==> config.mk <==
export PLATFORM = sky130hd
export DESIGN_NAME = picc_init_top
export DESIGN_NICKNAME = d
export VERILOG_FILES = /design/src/hdl/picc_init_pkg.sv /design/src/hdl/picc_init_top.sv /design/src/hdl/reply_shifter.sv /design/src/hdl/picc_state_ctrl.sv /design/src/hdl/rx_frame_capture.sv /design/src/hdl/cascade_uid_gen.sv
export SDC_FILE = /design/constraint.sdc
export NUM_CORES = 1
export LEC_CHECK = 0
export BUFFER_PORTS_ARGS = -buffer_cell sky130_fd_sc_hd__buf_2
export CAP_MARGIN = 10
export CELL_PAD_IN_SITES_DETAIL_PLACEMENT = 1
export CELL_PAD_IN_SITES_GLOBAL_PLACEMENT = 1
export CORE_UTILIZATION = 49
export DETAILED_ROUTE_END_ITERATION = 12
export PLACE_DENSITY_LB_ADDON = 0.1
export SYNTH_ARGS = -nofsm -noshare
export SYNTH_HDL_FRONTEND = slang
export SYNTH_HIERARCHICAL = 1
export SYNTH_SLANG_ARGS = --single-unit
==> constraint.sdc <==
create_clock -name clk -period 10.6 [get_ports clk]
set_input_delay 2.12 -clock clk [delete_from_list [all_inputs] [get_ports clk]]
set_output_delay 2.12 -clock clk [all_outputs]
set_load 0.01 [all_outputs]
==> src/hdl/picc_init_pkg.sv <==
// ==============================
// picc_init_pkg
// shared widths, command codes and reply constants
// for the iso 14443-3 type a init responder
// ==============================

`default_nettype none

package picc_init_pkg;

    // ==============================
    // widths
    // ==============================

    // one frame byte, lsb first on the wire
    typedef logic [7:0]  byte_t;
    // valid bits in a partial byte, 0 means a full byte
    typedef logic [2:0]  bit_cnt_t;
    // double size uid, 7 bytes
    typedef logic [55:0] uid_t;
    // uid part of one cascade level
    typedef logic [31:0] uid_word_t;
    // byte index into the rx buffer, also used for byte counts
    typedef logic [2:0]  rx_idx_t;
    // cascade level, only two with a double uid
    typedef logic [0:0]  cascade_t;

    typedef enum logic [1:0] {
        st_idle,
        st_ready,
        st_active
    } picc_state_t;

    typedef enum logic [1:0] {
        reply_none,
        reply_atqa,
        reply_ac,
        reply_sak
    } reply_t;

    // ==============================
    // buffer sizes and codes
    // ==============================

    // longest frame kept is select, crc dropped
    localparam int RX_BUF_LEN = 7;
    // longest reply is four uid bytes plus bcc
    localparam int TX_BUF_LEN = 5;

    // short frames, 7 bits
    localparam logic [6:0]  CMD_REQA = 7'h26;
    localparam logic [6:0]  CMD_WUPA = 7'h52;
    // hlta, low byte goes first
    localparam logic [15:0] CMD_HLTA = 16'h0050;

    localparam byte_t SEL_CL1     = 8'h93;
    localparam byte_t SEL_CL2     = 8'h95;
    localparam byte_t CASCADE_TAG = 8'h88;

    // bit frame anticollision, double uid size
    localparam logic [15:0] ATQA_DOUBLE = 16'h0044;

    localparam byte_t SAK_NOT_COMPLETE = 8'h04;
    localparam byte_t SAK_COMPLETE     = 8'h20;
    // nvb of a full select, 7 bytes 0 bits
    localparam byte_t NVB_SELECT       = 8'h70;

endpackage

`default_nettype wire
==> src/hdl/picc_init_top.sv <==
// ==============================
// picc_init_top
// iso 14443-3 type a init and anticollision
// responder, double size uid
// ==============================

`default_nettype none

module picc_init_top (
    input  wire                          clk,
    input  wire                          rst_n,
    input  wire picc_init_pkg::uid_t     uid,
    input  wire                          rx_soc,
    input  wire                          rx_eoc,
    input  wire picc_init_pkg::byte_t    rx_data,
    input  wire picc_init_pkg::bit_cnt_t rx_data_bits,
    input  wire                          rx_data_valid,
    input  wire                          rx_error,
    input  wire                          rx_crc_ok,
    input  wire                          tx_req,
    output picc_init_pkg::byte_t         tx_data,
    output picc_init_pkg::bit_cnt_t      tx_data_bits,
    output logic                         tx_ready_to_send,
    output logic                         tx_append_crc
);

    import picc_init_pkg::*;

    // rx side to control
    logic      pkt_received;
    logic      rx_error_flag;
    logic      uid_match;
    byte_t     cmd_byte0;
    byte_t     cmd_byte1;
    byte_t     nvb;

    // current cascade level data
    uid_word_t uid_word;
    byte_t     bcc;
    byte_t     sel_code;
    logic      final_level;

    // control outputs
    reply_t    reply;
    logic      cascade_clear;
    logic      cascade_advance;

    rx_frame_capture rx_frame_capture_i (
        .clk           (clk),
        .rst_n         (rst_n),
        .rx_soc        (rx_soc),
        .rx_eoc        (rx_eoc),
        .rx_data       (rx_data),
        .rx_data_bits  (rx_data_bits),
        .rx_data_valid (rx_data_valid),
        .rx_error      (rx_error),
        .uid_word      (uid_word),
        .bcc           (bcc),
        .pkt_received  (pkt_received),
        .rx_error_flag (rx_error_flag),
        .uid_match     (uid_match),
        .cmd_byte0     (cmd_byte0),
        .cmd_byte1     (cmd_byte1),
        .nvb           (nvb)
    );

    cascade_uid_gen cascade_uid_gen_i (
        .clk             (clk),
        .rst_n           (rst_n),
        .uid             (uid),
        .cascade_clear   (cascade_clear),
        .cascade_advance (cascade_advance),
        .uid_word        (uid_word),
        .bcc             (bcc),
        .sel_code        (sel_code),
        .final_level     (final_level)
    );

    picc_state_ctrl picc_state_ctrl_i (
        .clk             (clk),
        .rst_n           (rst_n),
        .pkt_received    (pkt_received),
        .rx_error_flag   (rx_error_flag),
        .rx_crc_ok       (rx_crc_ok),
        .uid_match       (uid_match),
        .cmd_byte0       (cmd_byte0),
        .cmd_byte1       (cmd_byte1),
        .sel_code        (sel_code),
        .final_level     (final_level),
        .reply           (reply),
        .cascade_clear   (cascade_clear),
        .cascade_advance (cascade_advance)
    );

    reply_shifter reply_shifter_i (
        .clk              (clk),
        .rst_n            (rst_n),
        .reply            (reply),
        .nvb              (nvb),
        .uid_word         (uid_word),
        .bcc              (bcc),
        .final_level      (final_level),
        .tx_req           (tx_req),
        .tx_data          (tx_data),
        .tx_data_bits     (tx_data_bits),
        .tx_ready_to_send (tx_ready_to_send),
        .tx_append_crc    (tx_append_crc)
    );

endmodule

`default_nettype wire

==> src/hdl/reply_shifter.sv <==
// ==============================
// reply_shifter
// loads the reply buffer, aligns ac replies to the
// nvb and hands bytes to the transmitter on tx_req
// ==============================

`default_nettype none

module reply_shifter (
    input  wire                           clk,
    input  wire                           rst_n,
    input  wire picc_init_pkg::reply_t    reply,
    input  wire picc_init_pkg::byte_t     nvb,
    input  wire picc_init_pkg::uid_word_t uid_word,
    input  wire picc_init_pkg::byte_t     bcc,
    input  wire                           final_level,
    input  wire                           tx_req,
    output picc_init_pkg::byte_t          tx_data,
    output picc_init_pkg::bit_cnt_t       tx_data_bits,
    output logic                          tx_ready_to_send,
    output logic                          tx_append_crc
);

    import picc_init_pkg::*;

    byte_t    tx_buf [TX_BUF_LEN];
    // bytes left after the current one
    rx_idx_t  tx_count_m1;
    rx_idx_t  bytes_to_shift;
    bit_cnt_t bits_to_shift;
    rx_idx_t  nvb_bytes;
    bit_cnt_t nvb_bits;
    logic     next_byte;

    assign nvb_bytes = nvb[6:4];
    assign nvb_bits  = nvb[2:0];
    assign next_byte = tx_req && tx_ready_to_send && (tx_count_m1 != '0);
    assign tx_data   = tx_buf[0];

    // ==============================
    // buffer
    // ==============================

    always_ff @(posedge clk) begin
        // drop whole bytes first, then single bits, avoids a barrel shifter
        if (next_byte || (bytes_to_shift != '0)) begin
            for (int i = 0; i < TX_BUF_LEN - 1; i++) begin
                tx_buf[i] <= tx_buf[i + 1];
            end
        end else if (bits_to_shift != '0) begin
            tx_buf[0] <= {1'b0, tx_buf[0][7:1]};
        end

        case (reply)
            reply_atqa: begin
                tx_buf[0] <= ATQA_DOUBLE[7:0];
                tx_buf[1] <= ATQA_DOUBLE[15:8];
            end
            reply_ac: begin
                tx_buf[0] <= uid_word[7:0];
                tx_buf[1] <= uid_word[15:8];
                tx_buf[2] <= uid_word[23:16];
                tx_buf[3] <= uid_word[31:24];
                tx_buf[4] <= bcc;
            end
            reply_sak: begin
                tx_buf[0] <= final_level ? SAK_COMPLETE : SAK_NOT_COMPLETE;
            end
            default: begin
            end
        endcase
    end

    // ==============================
    // control
    // ==============================

    always_ff @(posedge clk or negedge rst_n) begin
        if (!rst_n) begin
            tx_count_m1      <= '0;
            bytes_to_shift   <= '0;
            bits_to_shift    <= '0;
            tx_data_bits     <= '0;
            tx_ready_to_send <= 1'b0;
            tx_append_crc    <= 1'b0;
        end else begin
            if (bytes_to_shift != '0) begin
                bytes_to_shift <= bytes_to_shift - 3'd1;
            end else if (bits_to_shift != '0) begin
                bits_to_shift <= bits_to_shift - 3'd1;
            end

            if (tx_req && tx_ready_to_send) begin
                // only the first transfer can be partial
                tx_data_bits <= '0;
                if (tx_count_m1 != '0) begin
                    tx_count_m1 <= tx_count_m1 - 3'd1;
                end else begin
                    tx_ready_to_send <= 1'b0;
                end
            end

            // a new reply replaces anything still pending
            case (reply)
                reply_atqa: begin
                    tx_count_m1      <= 3'd1;
                    bytes_to_shift   <= '0;
                    bits_to_shift    <= '0;
                    tx_data_bits     <= '0;
                    tx_append_crc    <= 1'b0;
                    tx_ready_to_send <= 1'b1;
                end
                reply_ac: begin
                    // skip the uid bytes the pcd already sent
                    bytes_to_shift   <= nvb_bytes - 3'd2;
                    bits_to_shift    <= nvb_bits;
                    // first transfer holds 8 - nvb bits, 0 wraps to a full byte
                    tx_data_bits     <= 3'd0 - nvb_bits;
                    // 5 - (nvb bytes - 2) bytes left, minus one
                    tx_count_m1      <= 3'd6 - nvb_bytes;
                    tx_append_crc    <= 1'b0;
                    tx_ready_to_send <= 1'b1;
                end
                reply_sak: begin
                    tx_count_m1      <= '0;
                    bytes_to_shift   <= '0;
                    bits_to_shift    <= '0;
                    tx_data_bits     <= '0;
                    tx_append_crc    <= 1'b1;
                    tx_ready_to_send <= 1'b1;
                end
                default: begin
                end
            endcase
        end
    end

endmodule

`default_nettype wire

==> src/hdl/picc_state_ctrl.sv <==
// ==============================
// picc_state_ctrl
// command decode and the picc state machine
// idle, ready, active with a separate halt flag
// ==============================

`default_nettype none

module picc_state_ctrl (
    input  wire                       clk,
    input  wire                       rst_n,
    input  wire                       pkt_received,
    input  wire                       rx_error_flag,
    input  wire                       rx_crc_ok,
    input  wire                       uid_match,
    input  wire picc_init_pkg::byte_t cmd_byte0,
    input  wire picc_init_pkg::byte_t cmd_byte1,
    input  wire picc_init_pkg::byte_t sel_code,
    input  wire                       final_level,
    output picc_init_pkg::reply_t     reply,
    output logic                      cascade_clear,
    output logic                      cascade_advance
);

    import picc_init_pkg::*;

    picc_state_t state;
    picc_state_t next_state;
    logic        halted;
    logic        next_halted;

    logic is_reqa;
    logic is_wupa;
    logic is_hlta;
    logic is_ac_sel;
    logic is_select;
    logic is_anticoll;

    // ==============================
    // command decode
    // ==============================

    assign is_reqa     = (cmd_byte0[6:0] == CMD_REQA);
    assign is_wupa     = (cmd_byte0[6:0] == CMD_WUPA);
    assign is_hlta     = ({cmd_byte1, cmd_byte0} == CMD_HLTA) && rx_crc_ok;
    // sel code must be the one of our current level
    assign is_ac_sel   = (cmd_byte0 == sel_code);
    assign is_select   = is_ac_sel && (cmd_byte1 == NVB_SELECT) && rx_crc_ok;
    // a full nvb without good crc is not taken as anticollision
    assign is_anticoll = is_ac_sel && (cmd_byte1 != NVB_SELECT);

    // ==============================
    // state machine
    // ==============================

    always_ff @(posedge clk or negedge rst_n) begin
        if (!rst_n) begin
            state  <= st_idle;
            halted <= 1'b0;
        end else begin
            state  <= next_state;
            halted <= next_halted;
        end
    end

    // everything is decided in the pkt_received cycle
    always_comb begin
        next_state      = state;
        next_halted     = halted;
        reply           = reply_none;
        cascade_clear   = 1'b0;
        cascade_advance = 1'b0;

        if (pkt_received) begin
            if (rx_error_flag) begin
                // halt flag stays as it is
                next_state = st_idle;
            end else begin
                case (state)
                    st_idle: begin
                        // halted cards only wake on wupa
                        if ((is_reqa && !halted) || is_wupa) begin
                            next_state    = st_ready;
                            reply         = reply_atqa;
                            cascade_clear = 1'b1;
                        end
                    end
                    st_ready: begin
                        if (is_select && uid_match) begin
                            reply = reply_sak;
                            if (final_level) begin
                                next_state = st_active;
                            end else begin
                                cascade_advance = 1'b1;
                            end
                        end else if (is_anticoll && uid_match) begin
                            reply = reply_ac;
                        end else begin
                            next_state = st_idle;
                        end
                    end
                    st_active: begin
                        // no iso 14443-4 layer, every frame ends the session
                        next_state = st_idle;
                        if (is_hlta) begin
                            next_halted = 1'b1;
                        end
                    end
                    default: begin
                        next_state = st_idle;
                    end
                endcase
            end
        end
    end

endmodule

`default_nettype wire

==> src/hdl/rx_frame_capture.sv <==
// ==============================
// rx_frame_capture
// buffers received bytes, flags errors and compares
// the anticollision payload against the uid on the fly
// ==============================

`default_nettype none

module rx_frame_capture (
    input  wire                          clk,
    input  wire                          rst_n,
    input  wire                          rx_soc,
    input  wire                          rx_eoc,
    input  wire picc_init_pkg::byte_t    rx_data,
    input  wire picc_init_pkg::bit_cnt_t rx_data_bits,
    input  wire                          rx_data_valid,
    input  wire                          rx_error,
    input  wire picc_init_pkg::uid_word_t uid_word,
    input  wire picc_init_pkg::byte_t    bcc,
    output logic                         pkt_received,
    output logic                         rx_error_flag,
    output logic                         uid_match,
    output picc_init_pkg::byte_t         cmd_byte0,
    output picc_init_pkg::byte_t         cmd_byte1,
    output picc_init_pkg::byte_t         nvb
);

    import picc_init_pkg::*;

    byte_t   rx_buf [RX_BUF_LEN];
    rx_idx_t rx_count;
    byte_t   exp_byte;
    byte_t   bit_mask;
    logic    byte_match;
    logic    buf_write;

    // ==============================
    // uid comparison
    // ==============================

    // bytes 0 and 1 are sel and nvb, uid starts at index 2
    always_comb begin
        case (rx_count)
            3'd2:    exp_byte = uid_word[7:0];
            3'd3:    exp_byte = uid_word[15:8];
            3'd4:    exp_byte = uid_word[23:16];
            3'd5:    exp_byte = uid_word[31:24];
            default: exp_byte = bcc;
        endcase
    end

    // only the received bits of a partial byte take part
    assign bit_mask = (rx_data_bits == '0) ? 8'hff
                                           : byte_t'((9'd1 << rx_data_bits) - 9'd1);
    assign byte_match = ((rx_data ^ exp_byte) & bit_mask) == '0;

    // ==============================
    // frame buffer
    // ==============================

    // extra bytes beyond the buffer (crc) are dropped
    assign buf_write = rx_data_valid && (rx_count != rx_idx_t'(RX_BUF_LEN));

    always_ff @(posedge clk) begin
        if (buf_write) begin
            rx_buf[rx_count] <= rx_data;
        end
    end

    always_ff @(posedge clk or negedge rst_n) begin
        if (!rst_n) begin
            rx_count      <= '0;
            rx_error_flag <= 1'b0;
            uid_match     <= 1'b0;
            pkt_received  <= 1'b0;
        end else begin
            // buffer is complete one cycle after eoc
            pkt_received <= rx_eoc;

            if (rx_soc) begin
                rx_count      <= '0;
                rx_error_flag <= 1'b0;
                // assume a match until a byte says otherwise
                uid_match     <= 1'b1;
            end

            if (rx_error) begin
                rx_error_flag <= 1'b1;
            end

            if (buf_write) begin
                // a partial byte comes with eoc and is not counted,
                // so the count lines up with the nvb byte field
                if (!rx_eoc) begin
                    rx_count <= rx_count + 3'd1;
                end
                if ((rx_count > 3'd1) && !byte_match) begin
                    uid_match <= 1'b0;
                end
            end
        end
    end

    assign cmd_byte0 = rx_buf[0];
    assign cmd_byte1 = rx_buf[1];
    // nvb sits in the second byte of ac and select frames
    assign nvb       = rx_buf[1];

endmodule

`default_nettype wire

==> src/hdl/cascade_uid_gen.sv <==
// ==============================
// cascade_uid_gen
// cascade level register, uid word, bcc and sel code
// ==============================

`default_nettype none

module cascade_uid_gen (
    input  wire                     clk,
    input  wire                     rst_n,
    input  wire picc_init_pkg::uid_t uid,
    input  wire                     cascade_clear,
    input  wire                     cascade_advance,
    output picc_init_pkg::uid_word_t uid_word,
    output picc_init_pkg::byte_t    bcc,
    output picc_init_pkg::byte_t    sel_code,
    output logic                    final_level
);

    import picc_init_pkg::*;

    cascade_t level;

    always_ff @(posedge clk or negedge rst_n) begin
        if (!rst_n) begin
            level <= '0;
        end else if (cascade_clear) begin
            level <= '0;
        end else if (cascade_advance) begin
            level <= level + 1'b1;
        end
    end

    // level 0 carries the cascade tag in its first byte
    assign uid_word    = (level == '0) ? {uid[23:0], CASCADE_TAG} : uid[55:24];
    assign sel_code    = (level == '0) ? SEL_CL1 : SEL_CL2;
    assign final_level = (level != '0);

    // check byte over the four bytes of this level
    assign bcc = uid_word[31:24] ^ uid_word[23:16] ^ uid_word[15:8] ^ uid_word[7:0];

endmodule

`default_nettype wire

==> run metrics, run 1 <==
critical-path cell list buf_2 > nand4_1 > nand2b_1 > inv_1 > ha_2 > buf_4 > nor2_4 > o2111ai_2 > nand3_1 > o32ai_1; largest net degree at the start of global routing 54; share of layout cells above drive strength 1 31.4%; GR Layer Usage met3 ~4%; clk buf depth 2; outcome complete, no violations; final hold vios 0; Synth Area per Inst between 10 and 15 µm²; initial antenna violation count 0; Least-Margin Pin Slew approximately 750 ps; Chip Height 107 µm; CP Capture Type flip-flop; Starting Density between 50 and 60%; DRT Pass-1 Iters 5; worst setup path category input pin to flip-flop; P_sw 0.350 mW; Internal between 0.6 and 0.7 mW; fin. max-slew vios 0; Critical Path Stages 10; I/O pins 88; Clk Latency, worst-skew pair around 380 ps; Worst Path Arrival approximately 4400 ps; total chip power approximately 1.0 mW; Fin Setup TNS 0 ps; vias in the first global route around 4100; TritonCTS buffer count 9; GR Util met1 a little over a third; # DRC 0; CTS tree done; initial DRC count between 200 and 300; P&R area growth vs syn 11.2%; synthesized area between 5000 and 6000 µm²; Ant. Diodes 0; Vias 3969; commonest non-fill, non-tap cell in the layout buf_2; Slew HR around half; cts hold-fix bufs 0; Mapped Cells 480; worst vdd ir 0.0899 mV; FMAX about 240 MHz; die width about 110 µm; Final Routed Wirelength about 14000 µm; Yosys Warn Count 6; dpl cell area about 5800 µm²; global-route met2 utilization 40.2%; worst path buffer plus inverter count 3; H-tree levels 3; max-cap check violation count 0; crit path launch type input pin; CP max-delay cell nor2_4; Sw Ratio 33.5%; die area approximately 11000 µm²; clock share of power roughly a fifth; crit-path max cell delay roughly 460 ps; Combinational Power Share between 30% and 40%; RePlAce Congestion 0.826; worst setup margin ~6300 ps; PostCTS Resize Cnt 0; final worst-path cycle share around two fifths; Worst Hold Class flip-flop to flip-flop; post-DP HPWL 10400 µm; total global-route track usage 25.5%; GRT Max-Usage Layer met2; Core ar. ~11000 µm²; row count 37; CP required 10690 ps; final period demand of the worst path between 4000 and 5000 ps; post-CTS setup buffer count 0; most frequent cells in the layout buf_2, edfxtp_1, nand2_1; Post-Route Utilization 57.2%; mean number of vias per cell roughly 5.7; CTS Root Cell clkbuf_8; leakage roughly 2.6 nW; first-pass GRT wire length between 20000 and 25000 µm; final net count between 600 and 700; final instance area around 6000 µm²; Pwr per Cell Area between 150 and 200 nW/µm²; CTS sink count 80; wire length per cell between 15 and 20 µm; Max FO, Critical Path 53; RSZ-0062 raised after global routing false; fill count 1165; family with the most delay on the worst path simple AND/OR/NAND/NOR gates; Reg power frac a little under half; hold-critical path depth 1; I/O Buffers 87; pre-CTS WS approximately 6000 ps; endpoints failing setup 0; R2R cell count 11; skew final approximately 11 ps; clock-pin slew on the worst setup and hold paths ~80 ps; grt total ovfl 0; Post-DRT Antenna Nets 0
[final timing paths]
path	slack (ps)	startpoint	endpoint
worst max register to register	6840	rx_frame_capture_i/rx_buf[1][0]	reply_shifter_i/tx_buf[0][2]
min in group asynchronous	1750	rst_n	picc_state_ctrl_i/state[1]
worst max-delay path	6340	rx_crc_ok	reply_shifter_i/tx_buf[0][2]
max in group asynchronous	8410	rst_n	cascade_uid_gen_i/final_level
worst min-delay path	480	picc_state_ctrl_i/halted	picc_state_ctrl_i/halted
worst min register to register	480	picc_state_ctrl_i/halted	picc_state_ctrl_i/halted
[stage by stage]
step	hold WS, ps	cells
after floorplan	429	484
final	480	694
after detailed placement	453	678
after CTS	480	694
after global routing	496	694
after global placement	457	678
[layer usage]
metal,part of all wire [%],vias to the layer above
li1,-,1892
met1,46,1945
met2,48,113
met3,4.7,19
met4,1.8,0
met5,0,-
[final cells by class]
cell class,count,area [µm²],share of cell area (%)
flip-flops and latches,80,2220,37.0
clock inverters,7,47.5,0.791
inverters,20,75.1,1.25
well taps,136,170,2.83
clock buffers,9,124,2.06
multi-input cells,350,2900,48.2
repair buffers,92,473,7.87
[registers in the layout, summed over array words and instances, names as in the netlist, 2 cells and up]
register / cells
reply_shifter_i/bits_to_shift: 3
reply_shifter_i/tx_count_m1: 3
reply_shifter_i/tx_data_bits: 3
reply_shifter_i/tx_buf: 40
rx_frame_capture_i/rx_count: 3
picc_state_ctrl_i/state: 2
rx_frame_capture_i/rx_buf: 16
reply_shifter_i/bytes_to_shift: 3
[power by group through the flow]
stage | registers [mW] | clock network, mW | logic, mW
floorplan | 0.479 | 0 | 0.252
global placement | 0.482 | 0 | 0.341
detailed placement | 0.488 | 0 | 0.354
CTS | 0.481 | 0.213 | 0.357
global route | 0.490 | 0.226 | 0.394
finish | 0.480 | 0.208 | 0.354
Note: power is estimated with default switching activity, not from simulation.
==> inputs of run 2 (changes only) <==
Settings changed: CORE_UTILIZATION 49 to 45.
Clock period 10.6 ns to 4.4 ns, I/O delays scaled along.
==> run 2 against run 1 <==
The flow now finishes with violations (design-rule violations). Register-to-register slack got worse by 5900 ps. Non-clock buffer count is 2 higher. Global-route usage decreased by 1.6 points. Worst setup slack worse by 5400 ps. Worst hold slack better by 7.1 ps. Final cell count rose by 1.3%. Critical endpoint is now rx_frame_capture_i/uid_match.
==> run metrics, run 2 (same netlist as run 1, synthesis figures left out) <==
total global-route track usage approximately a quarter; mean number of vias per cell 5.67; PostCTS Resize Cnt 0; fin. max-slew vios 0; grt total ovfl 0; final hold vios 0; clk buf depth 2; critical-path cell list buf_4 > mux2_2 > xor3_1 > nand3b_1 > a2111oi_0 > or4b_2 > a221oi_2 > a311oi_1 > o31ai_1; CP max-delay cell or4b_2; P&R area growth vs syn 13.5%; fill count around 1300; initial DRC count about 200; worst vdd ir between 0.2 and 0.25 mV; final worst-path cycle share between 70 and 80%; CTS tree done; placed cells slightly below 700; die area 12500 µm²; FMAX about 290 MHz; Ant. Diodes 0; worst setup path category flip-flop to flip-flop; Core ar. around 12000 µm²; CTS Root Cell clkbuf_16; first-pass GRT wire length about 23000 µm; RePlAce Congestion between 0.8 and 0.9; share of layout cells above drive strength 1 a little under a third; outcome finished, violations left; Clk Latency, worst-skew pair between 300 and 400 ps; endpoints failing setup 0; row count 39; Worst Hold Class flip-flop to flip-flop; TritonCTS buffer count 9; I/O pins between 80 and 90; most frequent cells in the layout buf_2, edfxtp_1, nand2_1; RSZ-0062 raised after global routing false; Chip Height ~110 µm; R2R cell count 9; largest net degree at the start of global routing 43; vias in the first global route roughly 4300; Worst Path Arrival around 3700 ps; DRT Pass-1 Iters 8; crit path launch type flip-flop; max FFs per register 40; Most flops, register reply_shifter_i/tx_buf; # DRC 2; Least-Margin Pin Slew roughly 810 ps; Post-Route Utilization approximately 53%; die width 112 µm; post-CTS setup buffer count 0; I/O Buffers 87; Vias approximately 4000; H-tree levels 3; hold-critical path depth 1; clock-pin slew on the worst setup and hold paths approximately 60 ps; Fin Setup TNS 0 ps; cts hold-fix bufs 0; skew final 7.63 ps; commonest non-fill, non-tap cell in the layout buf_2; Pwr per Cell Area approximately 440 nW/µm²; final period demand of the worst path approximately 3400 ps; Layout Cells excl Fill approximately 700; Starting Density 46.7%; failing checks design-rule violations; initial antenna violation count 0; crit-path max cell delay 630 ps; Post-DRT Antenna Nets 0; CP required between 4000 and 5000 ps; Final Routed Wirelength about 14000 µm; Slew HR 46.0%; max-cap check violation count 0; largest registers reply_shifter_i/tx_buf (40), rx_frame_capture_i/rx_buf (16); Max FO, Critical Path between 40 and 50; CTS sink count 80; CP Capture Type flip-flop; post-DP HPWL 10700 µm; final net count 649; leakage approximately 2.6 nW; wire length per cell 20.0 µm
-- run 2: changes by cell type in the layout (fill, tap and decap cells not counted), sizes merged --
cell and delta:
buf +2
-- run 2: area by class of cell --
| type | count | area, µm² | area share, % |
|---|---|---|---|
| repair buffers | 94 | 488 | 7.95 |
| clock buffers | 9 | 225 | 3.67 |
| multi-input cells | 350 | 2900 | 47.2 |
| flip-flops and latches | 80 | 2220 | 36.2 |
| inverters | 20 | 75.1 | 1.22 |
| well taps | 143 | 179 | 2.91 |
| clock inverters | 7 | 47.5 | 0.775 |
-- run 2: path summary, 6_finish.rpt --
check / slack, ps / endpoint / startpoint
hold reg to reg: 490 / picc_state_ctrl_i/halted / picc_state_ctrl_i/halted
max in group asynchronous: 3440 / cascade_uid_gen_i/final_level / rst_n
hold / removal: 490 / picc_state_ctrl_i/halted / picc_state_ctrl_i/halted
setup reg to reg: 960 / rx_frame_capture_i/uid_match / cascade_uid_gen_i/final_level
setup / recovery: 960 / rx_frame_capture_i/uid_match / cascade_uid_gen_i/final_level
min in group asynchronous: 540 / rx_frame_capture_i/rx_count[0] / rst_n
-- run 2: report_power, final --
part / leakage, nW / internal (mW) / total (mW) / switching [mW]
logic: 1.64 / 0.419 / 0.867 / 0.448
clock network: 0.132 / 0.382 / 0.700 / 0.318
registers: 0.842 / 1.05 / 1.15 / 0.103
total: 2.61 / 1.85 / 2.72 / 0.868
-- run 2: per-stage QoR --
stage	setup slack (ps)	total power, mW	hold slack, ps	area (µm²)
finish	957	2.72	487	6140
detailed placement	957	2.03	485	5870
global route	733	2.87	520	6140
CTS	937	2.74	498	6140
floorplan	498	1.76	429	5420
global placement	1100	1.99	457	5870
-- run 2: critical path: cells and delay by family, from the launching register on --
kind | cells | cell delay [ps]
xor+xnor | 1 | 440
buf+inv | 1 | 520
flops | 1 | 590
mux | 1 | 420
compound gates | 4 | 620
simple gates | 2 | 750
-- run 2: metal layers --
layer / vias to the layer above / track usage [%] / wire length, µm
met1: 1983 / 31.8 / 6420
met5: - / 0 / 0
met4: 0 / 9.46 / 173
met3: 10 / 3.32 / 639
li1: 1905 / - / -
met2: 85 / 39.5 / 6840
==> inputs of run 3 (changes only) <==
Settings changed: ABC_AREA set to 1, CORE_UTILIZATION 45 to 42.
Clock period 4.4 ns to 3.61 ns, I/O delays scaled along.
==> run 3 against run 2 <==
The flow still finishes with violations (design-rule violations). Utilization is 4.9 points lower. Combinational power up 22%. Global-route usage up 1.4 points. Critical path type unchanged. Largest power group unchanged.
==> run metrics, run 3 <==
Worst Hold Class input pin to asynchronous set/reset pin; largest net degree at the start of global routing between 40 and 50; Post-DRT Antenna Nets 0; PostCTS Resize Cnt 0; Vias between 5000 and 6000; worst setup path category flip-flop to flip-flop; Starting Density a little over two fifths; Core ar. 13800 µm²; Clk Latency, worst-skew pair between 300 and 400 ps; first-pass GRT wire length about 28000 µm; Worst Path Arrival 3170 ps; # DRC 2; CTS tree done; H-tree levels 3; endpoints failing setup 0; final net count between 900 and 1000; flop2flop setup slack 370 ps; Yosys Warn Count 6; cts hold-fix bufs 0; Slew HR 42.7%; die area about 15000 µm²; failing checks design-rule violations; final hold vios 0; CP Capture Type flip-flop; row count 43; Layout Cells excl Fill approximately 1100; fin. max-slew vios 0; Final Routed Wirelength between 15000 and 20000 µm; Mapped Cells ~830; max FFs per register 40; initial DRC count 255; Synth Area per Inst between 7 and 8 µm²; I/O Buffers 87; Hold WS between 300 and 400 ps; CTS Root Cell clkbuf_16; skew final between 4 and 5 ps; TritonCTS buffer count 9; initial antenna violation count 0; P&R area growth vs syn 12.6%; outcome finished, violations left; share of layout cells above drive strength 1 17.3%; commonest non-fill, non-tap cell in the layout nand2_1; CP required between 3000 and 4000 ps; Least-Margin Pin Slew 859 ps; worst vdd ir 0.237 mV; Fin Setup TNS 0 ps; wire length per cell approximately 16 µm; largest registers reply_shifter_i/tx_buf (40), rx_frame_capture_i/rx_buf (16); final worst-path cycle share about nine tenths; synthesized area around 5900 µm²; I/O pins a little under 90; placed cells between 1000 and 1500; vias in the first global route around 5600; FMAX 308 MHz; clk buf depth 2; post-DP HPWL ~14000 µm; final period demand of the worst path between 3000 and 4000 ps; Pwr per Cell Area ~530 nW/µm²; RePlAce Congestion 0.817; grt total ovfl 0; clock-pin slew on the worst setup and hold paths ~60 ps; leakage 3.56 nW; RSZ-0062 raised after global routing false; CTS sink count 80; max-cap check violation count 0; Ant. Diodes 0; total chip power roughly 3.5 mW; die width between 100 and 150 µm; Most flops, register reply_shifter_i/tx_buf; total global-route track usage about a quarter; Max FO, Critical Path 21; most frequent cells in the layout nand2_1, inv_1, buf_2; Chip Height 121 µm; DRT Pass-1 Iters 8; mean number of vias per cell 5.07; crit path launch type flip-flop; post-CTS setup buffer count 0
[run 3: layout make-up]
class	count	area, µm²
fillers	1819	7170
clock inverters	6	108
flip-flops and latches	80	2220
multi-input cells	592	2940
repair buffers	92	473
inverters	122	465
well taps	180	225
clock buffers	10	229
[run 3: per-stage QoR]
| stage | cell area [µm²] | util [%] | worst slack (ps) |
|---|---|---|---|
| after floorplan | 5930 | - | 421 |
| after global placement | 6320 | 45.7 | 555 |
| after detailed placement | 6320 | 45.7 | 369 |
| after CTS | 6660 | 48.2 | 317 |
| after global routing | 6660 | 48.2 | 6.72 |
| final | 6660 | 48.2 | 365 |
[run 3: final timing paths]
check	cells after the start	from	end
max	13	cascade_uid_gen_i/final_level	reply_shifter_i/tx_buf[2][7]
min	1	rst_n	rx_frame_capture_i/pkt_received
max reg2reg	13	cascade_uid_gen_i/final_level	reply_shifter_i/tx_buf[2][7]
min reg2reg	2	picc_state_ctrl_i/halted	picc_state_ctrl_i/halted
max in group asynchronous	1	rst_n	rx_frame_capture_i/rx_count[2]
min in group clk	2	picc_state_ctrl_i/halted	picc_state_ctrl_i/halted
[run 3: power breakdown]
| group | switching [mW] | internal, mW | total, mW |
|---|---|---|---|
| Combinational | 0.671 | 0.392 | 1.06 |
| Clock | 0.381 | 0.674 | 1.05 |
| Sequential | 0.119 | 1.27 | 1.39 |
[run 3: per-layer routing]
metal,vias to the layer above,wire (µm),GRT usage (%)
met5,-,0,0
met4,0,257,6.71
met3,19,661,4.15
met2,111,8240,43.6
met1,2599,8010,32.9
li1,2753,-,-
[run 3: worst max-delay path, stage by stage, from the launching register on]
cell	delay, ps
dfrtp_1	510
inv_4	110
inv_1	40
nand2_1	50
nand2_1	50
nor2_1	110
nand2_1	110
nor2_4	140
nand3_1	130
o22ai_1	280
inv_1	150
ha_2	300
inv_2	320
nand2_1	520
